`src/common/fetch_pkg.sv`:
```
package fetch_pkg;

    localparam int ADDR_W     = 32;
    localparam int INSTR_W    = 32;
    localparam int LINE_BYTES = 16;
    localparam int LINE_W     = 128;
    localparam int FE_ID_W    = 4;
    localparam int ENT_ID_W   = 3;

    // Derived line geometry
    localparam int LINE_OFF_W     = $clog2(LINE_BYTES);
    localparam int WORDS_PER_LINE = LINE_W / INSTR_W;
    localparam int WORD_IDX_W     = $clog2(WORDS_PER_LINE);

    typedef logic [ADDR_W-1:0]     t_paddr;
    typedef logic [LINE_W-1:0]     t_line;
    typedef logic [INSTR_W-1:0]    t_instr;
    typedef logic [WORD_IDX_W-1:0] t_word_idx;

    typedef struct packed {
        logic               valid;
        logic [FE_ID_W-1:0] id;
        t_paddr             addr;
    } t_fe_req;

    typedef struct packed {
        logic               valid;
        logic [FE_ID_W-1:0] id;
        t_instr             instr;
    } t_fe_rsp;

    // Id names the miss entry that issued the request
    typedef struct packed {
        logic                valid;
        logic [ENT_ID_W-1:0] id;
        t_paddr              addr;
    } t_ic_req;

    typedef struct packed {
        logic                valid;
        logic [ENT_ID_W-1:0] id;
        t_line               data;
    } t_ic_rsp;

    typedef struct packed {
        t_fe_req req;
        logic    pf;
    } t_ent_static;

    function automatic t_paddr line_addr(t_paddr a);
        return {a[ADDR_W-1:LINE_OFF_W], {LINE_OFF_W{1'b0}}};
    endfunction

    // Word index, byte offset bits dropped
    function automatic t_word_idx line_offset(t_paddr a);
        return a[LINE_OFF_W-1 -: WORD_IDX_W];
    endfunction

    function automatic logic same_line(t_paddr a, t_paddr b);
        return line_addr(a) == line_addr(b);
    endfunction

    // Word 0 sits in the low bits of the line
    function automatic t_instr instr_from_line(t_line l, t_word_idx idx);
        return l[idx*INSTR_W +: INSTR_W];
    endfunction

endpackage
```
`src/hw/fetch_top.sv`:
```
`timescale 1ns/1ps

module fetch_top
    import fetch_pkg::*;
#(
    parameter int NUM_SETS = 8,
    parameter int NUM_ENTS = 4
) (
    input  logic    clk,
    input  logic    rst,
    input  t_fe_req fe_req,
    output t_fe_rsp fe_rsp,
    output t_ic_req ic_req,
    input  t_ic_rsp ic_rsp
);

    // Fetch buffer between fetch unit and I-cache
    fe_buf #(
        .NUM_SETS (NUM_SETS),
        .NUM_ENTS (NUM_ENTS)
    ) u_fe_buf (
        .clk    (clk),
        .rst    (rst),
        .fe_req (fe_req),
        .fe_rsp (fe_rsp),
        .ic_req (ic_req),
        .ic_rsp (ic_rsp)
    );

endmodule

```
`src/fe_buf/fe_buf.sv`:
```
`timescale 1ns/1ps

module fe_buf
    import fetch_pkg::*;
#(
    parameter int NUM_SETS = 8,
    parameter int NUM_ENTS = 4
) (
    input  logic    clk,
    input  logic    rst,
    input  t_fe_req fe_req,
    output t_fe_rsp fe_rsp,
    output t_ic_req ic_req,
    input  t_ic_rsp ic_rsp
);

    localparam int SET_W  = $clog2(NUM_SETS);
    localparam int ENT_IW = $clog2(NUM_ENTS);
    localparam int CNT_W  = $clog2(NUM_ENTS + 1);

    function automatic logic [SET_W-1:0] set_of(t_paddr a);
        return a[LINE_OFF_W +: SET_W];
    endfunction

    // Line buffer
    logic [NUM_SETS-1:0] buf_valid;
    t_paddr              buf_tag  [NUM_SETS-1:0];
    t_line               buf_data [NUM_SETS-1:0];

    logic [SET_W-1:0]    req_set;
    logic                hit;
    logic                miss;

    // Miss entries
    logic [NUM_ENTS-1:0] ent_valid;
    logic [NUM_ENTS-1:0] ent_push;
    logic [NUM_ENTS-1:0] ent_fill;
    t_ent_static         ent_static [NUM_ENTS-1:0];
    t_ent_static         push_static;
    logic [NUM_ENTS-1:0] free_first;
    logic [CNT_W-1:0]    free_cnt;

    logic [NUM_ENTS-1:0] ic_rq;
    logic [NUM_ENTS-1:0] ic_gnt;
    t_ic_req             ic_pkts [NUM_ENTS-1:0];

    logic [NUM_ENTS-1:0] fe_rq;
    logic [NUM_ENTS-1:0] fe_gnt_raw;
    logic [NUM_ENTS-1:0] fe_gnt;
    t_fe_rsp             fe_pkts [NUM_ENTS-1:0];
    t_fe_rsp             ent_rsp;
    t_fe_rsp             rsp_nxt;

    // Prefetch handshake
    logic                pf_rq;
    t_fe_req             pf_pkt;
    logic                pf_gnt;
    logic                pf_dup;
    logic                pf_room;
    logic                pf_push;

    t_ent_static         fill_ent;
    logic [SET_W-1:0]    fill_set;

    // Lookup
    assign req_set = set_of(fe_req.addr);
    assign hit     = fe_req.valid & buf_valid[req_set] & same_line(buf_tag[req_set], fe_req.addr);
    assign miss    = fe_req.valid & ~hit;

    // Free entries and lines already in flight
    always_comb begin
        pf_dup     = 1'b0;
        free_cnt   = '0;
        free_first = '0;
        for (int i = 0; i < NUM_ENTS; i++) begin
            if (ent_valid[i] && same_line(ent_static[i].req.addr, pf_pkt.addr)) begin
                pf_dup = 1'b1;
            end
            if (!ent_valid[i]) begin
                free_cnt = free_cnt + 1'b1;
                if (free_first == '0) begin
                    free_first[i] = 1'b1;
                end
            end
        end
    end

    // Prefetch keeps one entry spare for a demand miss
    assign pf_room = free_cnt >= CNT_W'(2);
    assign pf_push = pf_rq & ~miss & ~pf_dup & pf_room;
    assign pf_gnt  = pf_rq & ~miss & (pf_dup | pf_room);

    assign ent_push        = (miss | pf_push) ? free_first : '0;
    assign push_static.req = miss ? fe_req : pf_pkt;
    assign push_static.pf  = ~miss;

    for (genvar i = 0; i < NUM_ENTS; i++) begin : g_ent
        assign ent_fill[i] = ic_rsp.valid & (ic_rsp.id == ENT_ID_W'(i));

        fe_fb_entry u_ent (
            .clk         (clk),
            .rst         (rst),
            .push        (ent_push[i]),
            .push_static (push_static),
            .valid       (ent_valid[i]),
            .static_info (ent_static[i]),
            .ic_rq       (ic_rq[i]),
            .ic_gnt      (ic_gnt[i]),
            .fill        (ent_fill[i]),
            .fe_rq       (fe_rq[i]),
            .fe_gnt      (fe_gnt[i])
        );

        assign ic_pkts[i].valid = ic_rq[i];
        assign ic_pkts[i].id    = ENT_ID_W'(i);
        assign ic_pkts[i].addr  = line_addr(ent_static[i].req.addr);

        // Data was written to the buffer on the fill, read it back here
        assign fe_pkts[i].valid = fe_rq[i];
        assign fe_pkts[i].id    = ent_static[i].req.id;
        assign fe_pkts[i].instr = instr_from_line(buf_data[set_of(ent_static[i].req.addr)],
                                                  line_offset(ent_static[i].req.addr));
    end

    prio_sel #(
        .N (NUM_ENTS),
        .T (t_ic_req)
    ) u_ic_sel (
        .rq   (ic_rq),
        .pkts (ic_pkts),
        .gnt  (ic_gnt),
        .sel  (),
        .pkt  (ic_req)
    );

    prio_sel #(
        .N (NUM_ENTS),
        .T (t_fe_rsp)
    ) u_fe_sel (
        .rq   (fe_rq),
        .pkts (fe_pkts),
        .gnt  (fe_gnt_raw),
        .sel  (),
        .pkt  (ent_rsp)
    );

    // A hit takes the response slot, entries wait
    assign fe_gnt = hit ? '0 : fe_gnt_raw;

    always_comb begin
        rsp_nxt = ent_rsp;
        if (hit) begin
            rsp_nxt.valid = 1'b1;
            rsp_nxt.id    = fe_req.id;
            rsp_nxt.instr = instr_from_line(buf_data[req_set], line_offset(fe_req.addr));
        end
    end

    always_ff @(posedge clk) begin
        fe_rsp.id    <= rsp_nxt.id;
        fe_rsp.instr <= rsp_nxt.instr;
        if (rst) begin
            fe_rsp.valid <= 1'b0;
        end else begin
            fe_rsp.valid <= rsp_nxt.valid;
        end
    end

    fe_pf u_pf (
        .clk    (clk),
        .rst    (rst),
        .fe_req (fe_req),
        .pf_rq  (pf_rq),
        .pf_pkt (pf_pkt),
        .pf_gnt (pf_gnt)
    );

    // Fill goes to the set of the entry named by the response
    assign fill_ent = ent_static[ic_rsp.id[ENT_IW-1:0]];
    assign fill_set = set_of(fill_ent.req.addr);

    always_ff @(posedge clk) begin
        if (rst) begin
            buf_valid <= '0;
        end else if (ic_rsp.valid) begin
            buf_valid[fill_set] <= 1'b1;
        end
    end

    always_ff @(posedge clk) begin
        if (ic_rsp.valid) begin
            buf_tag[fill_set]  <= line_addr(fill_ent.req.addr);
            buf_data[fill_set] <= ic_rsp.data;
        end
    end

    // Relies on the fetch side keeping one demand outstanding
    a_demand_free: assert property (@(posedge clk) disable iff (rst)
        miss |-> (ent_valid != '1));

    a_rsp_owner: assert property (@(posedge clk) disable iff (rst)
        ic_rsp.valid |-> ent_valid[ic_rsp.id[ENT_IW-1:0]]);

endmodule

```
`src/fe_buf/fe_pf.sv`:
```
`timescale 1ns/1ps

module fe_pf
    import fetch_pkg::*;
(
    input  logic    clk,
    input  logic    rst,
    input  t_fe_req fe_req,
    output logic    pf_rq,
    output t_fe_req pf_pkt,
    input  logic    pf_gnt
);

    t_paddr pf_addr;

    // Newest demand request replaces a pending prefetch
    always_ff @(posedge clk) begin
        if (rst) begin
            pf_rq <= 1'b0;
        end else if (fe_req.valid) begin
            pf_rq <= 1'b1;
        end else if (pf_gnt) begin
            pf_rq <= 1'b0;
        end
    end

    always_ff @(posedge clk) begin
        if (fe_req.valid) begin
            pf_addr <= line_addr(fe_req.addr) + ADDR_W'(LINE_BYTES);
        end
    end

    // Id has no meaning for a prefetch
    always_comb begin
        pf_pkt.valid = pf_rq;
        pf_pkt.id    = '0;
        pf_pkt.addr  = pf_addr;
    end

endmodule

```
`src/fe_buf/fe_fb_entry.sv`:
```
`timescale 1ns/1ps

module fe_fb_entry
    import fetch_pkg::*;
(
    input  logic        clk,
    input  logic        rst,
    input  logic        push,
    input  t_ent_static push_static,
    output logic        valid,
    output t_ent_static static_info,
    output logic        ic_rq,
    input  logic        ic_gnt,
    input  logic        fill,
    output logic        fe_rq,
    input  logic        fe_gnt
);

    typedef enum logic [1:0] {
        ST_IDLE,
        ST_REQ,
        ST_WAIT,
        ST_RESP
    } t_state;

    t_state state;
    t_state state_nxt;

    always_comb begin
        state_nxt = state;
        case (state)
            ST_IDLE: begin
                if (push) begin
                    state_nxt = ST_REQ;
                end
            end
            ST_REQ: begin
                if (ic_gnt) begin
                    state_nxt = ST_WAIT;
                end
            end
            ST_WAIT: begin
                // Prefetch has nobody to answer
                if (fill) begin
                    state_nxt = static_info.pf ? ST_IDLE : ST_RESP;
                end
            end
            ST_RESP: begin
                if (fe_gnt) begin
                    state_nxt = ST_IDLE;
                end
            end
            default: begin
                state_nxt = ST_IDLE;
            end
        endcase
    end

    always_ff @(posedge clk) begin
        if (rst) begin
            state <= ST_IDLE;
        end else begin
            state <= state_nxt;
        end
    end

    always_ff @(posedge clk) begin
        if (push) begin
            static_info <= push_static;
        end
    end

    assign valid = state != ST_IDLE;
    assign ic_rq = state == ST_REQ;
    assign fe_rq = state == ST_RESP;

    a_push_idle: assert property (@(posedge clk) disable iff (rst)
        push |-> state == ST_IDLE);

endmodule

```
`src/hw/prio_sel.sv`:
```
`timescale 1ns/1ps

module prio_sel #(
    parameter int  N = 4,
    parameter type T = logic
) (
    input  logic [N-1:0]         rq,
    input  T                     pkts [N-1:0],
    output logic [N-1:0]         gnt,
    output logic [$clog2(N)-1:0] sel,
    output T                     pkt
);

    // Lowest index wins
    always_comb begin
        gnt = '0;
        sel = '0;
        for (int i = N - 1; i >= 0; i--) begin
            if (rq[i]) begin
                gnt    = '0;
                gnt[i] = 1'b1;
                sel    = i[$clog2(N)-1:0];
            end
        end
    end

    // Zero payload when nothing requests
    always_comb begin
        if (|rq) begin
            pkt = pkts[sel];
        end else begin
            pkt = '0;
        end
    end

endmodule

```
`config.mk`:
```
export PLATFORM = sky130hd
export DESIGN_NAME = fetch_top
export DESIGN_NICKNAME = d
export VERILOG_FILES = /design/src/common/fetch_pkg.sv /design/src/hw/fetch_top.sv /design/src/fe_buf/fe_buf.sv /design/src/fe_buf/fe_pf.sv /design/src/fe_buf/fe_fb_entry.sv /design/src/hw/prio_sel.sv
export SDC_FILE = /design/constraint.sdc
export NUM_CORES = 2
export LEC_CHECK = 0
export ABC_AREA = 0
export BUFFER_PORTS_ARGS = -buffer_cell sky130_fd_sc_hd__buf_2
export CAP_MARGIN = 10
export CORE_MARGIN = 2
export CORE_UTILIZATION = 45
export DETAILED_ROUTE_END_ITERATION = 10
export GPL_ROUTABILITY_DRIVEN = 0
export HOLD_SLACK_MARGIN = 0.05
export PLACE_DENSITY = 0.58
export SLEW_MARGIN = 20
export SYNTH_ARGS = -nofsm -noshare
export SYNTH_HDL_FRONTEND = slang
export SYNTH_SLANG_ARGS = --single-unit
```
`constraint.sdc`:
```
create_clock -name clk -period 28.6 [get_ports clk]
set_clock_uncertainty 0.05 [all_clocks]
set_input_delay 5.72 -clock clk [delete_from_list [all_inputs] [get_ports clk]]
set_output_delay 5.72 -clock clk [all_outputs]
set_load 0.05 [all_outputs]
```
==> impl_metrics.csv <==
group,metric,value,unit
sta,setup_viol,0,
sta,slew_headroom,0.2222,
sta,rsz0062_at_grt,"no",
route,wl_met3,25.67,mm
pwr,p_leak,0.03156,uW
critical_path,start_kind,"input port",
logic_synthesis,yosys_warnings,0,
clocking,cts-htree-levels,4,
route,wl_met2,144.5,mm
final_layout,postLayoutCellArea,100900,um^2
sta,hold_violations,0,
clocking,cts_hold_buf,0,
floorplan,ios,244,
sta,layout_worst_path_cycle_share,0.3663,
global_routing,grt_first_pass_wirelength,419.3,mm
clocking,cts_tree,"built",
pwr,seqPwrFrac,0.345,
route,highest_layer,"met5",
critical_path,endpoint_kind,"flop",
clocking,cts_resized,0,
logic_synthesis,avgSynthCellArea,19.65,um^2
clocking,clock_path_buffers,3,
flow_run,drv_cap,0,
pwr,ir_worst_vdd,0.08288,mV
sta,worst_pin_slew,1.167,ns
route,wl_met1,113.2,mm
place,dp_slack,17.39,ns
place,io_buffers,236,
route,ant_nets,0,
critical_path,critPathSlowestCell,"nand2_2",
route,finalWirelength,294.2,mm
critical_path,crit_path_max_incr_delay,0.92,ns
clocking,numCtsBuffers,171,
route,dr_total_vias,54570,
final_layout,layout-drive-gt1-share,0.5009,
place,dp_hpwl,166.4,mm
floorplan,dieHeight,454.3,um
sta,layout_setup_ws,18.12,ns
critical_path,critPathRequiredTime,29.11,ns
critical_path,crit_fanout,68,
pwr,p_int,5565,uW
clocking,cts_sinks,1482,
clocking,cts_root_buffer,"clkbuf_16",
final_layout,area_growth,10.59,%
place,dpl_cell_area,95010,um^2
sta,fin_setup_tns,0,ns
route,drc,0,
global_routing,grt_max_degree,127,
pwr,switching_share,0.3356,
floorplan,die_area,206400,um^2
clocking,clk_latency,0.85,ns
sta,fmax,95.45,MHz
floorplan,die_width,454.3,um
logic_synthesis,ys_ff_latch,1482,
logic_synthesis,ys_seq_area_frac,0.4805,
route,drtIter0Drc,6785,
global_routing,grt_pass1_vias,55170,
sta,finalCriticalPeriod,10.48,ns
logic_synthesis,synth_cell_types,69,
floorplan,rows,165,
final_layout,mostFrequentLayoutCells,"mux4_2 (1693), edfxtp_1 (1416), buf_2 (231), clkbuf_16 (171), mux2i_1 (149)",
floorplan,start_util,0.4519,
logic_synthesis,synth_flop_cell,"edfxtp_1",
critical_path,path_cells,"buf_8 -> buf_4 -> nor2_2 -> a22oi_1 -> and4b_1 -> o2111ai_1 -> nor4b_4 -> nand3_4 -> nand2_2 -> mux2_2",
sta,slew_violations,0,
logic_synthesis,async_reset_ff_frac,0,
critical_path,worstRegToRegCells,10,
logic_synthesis,synth_edf_count,1416,
final_layout,final_net_count,4867,
global_routing,grt_usage,0.2874,
outcome,status,"finished, final reports clean",
pwr,p_clk_frac,0.270,
global_routing,antenna_found_initial,62,
clocking,clk_transition_reported_paths,0.05,ns
critical_path,crit_arrival,10.99,ns
clocking,post_cts_buffers,0,
pwr,p_switching,2811,uW
pwr,p_per_area,83.01,nW/um^2
hold_path,hp-class,"reg -> reg",
route,vias_per_cell,7.240,
critical_path,critPathKind,"in -> reg",
pwr,p_comb_frac,0.385,
route,drt_pass1_iterations,6,
final_layout,layout_commonest_cell,"mux4_2",
global_routing,overflow,0,
logic_synthesis,netlist_area,91240,um^2
logic_synthesis,syn_inst,4642,
route,wl_per_cell,39.04,um
floorplan,core_area,201900,um^2
hold_path,min_path_cells,2,
-- stage by stage --
| stage | cells | total power, uW | util | hold WS, ns |
|---|---|---|---|---|
| 3_5_place_dp | 7189 | 6158 | 0.4706 | 0.4102 |
| 2_1_floorplan | 4646 | 5244 | - | 0.3811 |
| 4_1_cts | 7507 | 8424 | 0.4994 | 0.4237 |
| 3_3_place_gp | 7189 | 6152 | 0.4706 | 0.4047 |
| 6_report | 7537 | 8376 | 0.4997 | 0.4189 |
| 5_1_grt | 7527 | 8681 | 0.4996 | 0.4520 |
-- critical path, delay by kind of cell --
kind	cells	cell delay, ns
AND/OR/NAND/NOR	5	2.73
buffers and inverters	2	1.28
AO/OA/AOI/OAI	2	0.55
multiplexers	1	0.46
-- layer usage --
layer  track usage  up-vias
met5             0        -
met3       0.06767      587
met4        0.1126       24
li1              -    21110
met1        0.3870    29710
met2        0.4558     3142
-- cell families after synthesis --
family / Yosys count / synth area share
adder cells (fa/ha/maj): 6 / 0.0008228
AND/OR/NAND/NOR: 358 / 0.02123
multiplexers: 1911 / 0.4428
XOR/XNOR: 156 / 0.01498
buffers and inverters: 506 / 0.02319
other: 1 / 0.00004110
flip-flops: 1482 / 0.4805
AO/OA/AOI/OAI: 222 / 0.01644
-- cells in the mapped netlist (14+ instances only) --
cell type / instances / area [um^2]
o21ai_0: 85 / 425.4
nand2b_1: 14 / 87.58
dfxtp_1: 66 / 1321
mux2i_1: 149 / 1491
buf_2: 98 / 490.5
a2111oi_0: 33 / 289.0
mux4_2: 1693 / 38130
xor2_1: 97 / 849.6
nand2_1: 75 / 281.5
and2_1: 32 / 200.2
nand4_1: 20 / 125.1
inv_1: 18 / 67.56
mux2_2: 67 / 754.5
nor2_1: 47 / 176.4
nor2b_1: 42 / 262.8
clkbuf_1: 283 / 1062
nand3_1: 49 / 245.2
and3_1: 24 / 150.1
a22oi_1: 16 / 120.1
nor4_1: 21 / 131.4
a211oi_1: 34 / 255.2
a21oi_1: 20 / 100.1
xnor2_1: 59 / 516.8
buf_1: 88 / 330.3
edfxtp_1: 1416 / 42520
-- path summary, 6_finish.rpt --
kind / endpoint / slack, ns / start
setup / recovery: u_fe_buf.g_ent[2].u_ent.static_info[13] / 18.12 / fe_req[5]
hold reg to reg: u_fe_buf.buf_valid[6] / 0.42 / u_fe_buf.buf_valid[6]
setup reg to reg: u_fe_buf.fe_rsp[18] / 23.05 / flop
hold / removal: u_fe_buf.buf_valid[6] / 0.42 / u_fe_buf.buf_valid[6]
-- power groups by stage --
stage | logic, uW | clock network (uW) | registers [uW]
2_1_floorplan | 2420 | 0 | 2830
3_3_place_gp | 3230 | 0 | 2920
3_5_place_dp | 3220 | 0 | 2930
4_1_cts | 3230 | 2300 | 2890
5_1_grt | 3370 | 2390 | 2920
6_report | 3220 | 2260 | 2890
-- final cells by class --
cell class	count	area [um^2]
Clock buffer	226	4656
Tap cell	2672	3343
Fill cell	16340	101000
Inverter	19	71.32
Sequential cell	1482	43890
Clock inverter	92	1160
Multi-Input combinational cell	2658	45410
Timing Repair Buffer	358	2298
Antenna cell	30	75.07
-- flip-flops by register name, summed over array words and instances, names as in the netlist, named ones only --
name,flops
u_fe_buf.buf_data,1024
u_fe_buf.u_pf.pf_rq,1
u_fe_buf.u_pf.pf_addr,28
u_fe_buf.fe_rsp,37
u_fe_buf.buf_tag,224
u_fe_buf.g_ent.u_ent.static_info,140
u_fe_buf.g_ent.u_ent.state,8
u_fe_buf.buf_valid,8
(Power assumes the default switching activity.)
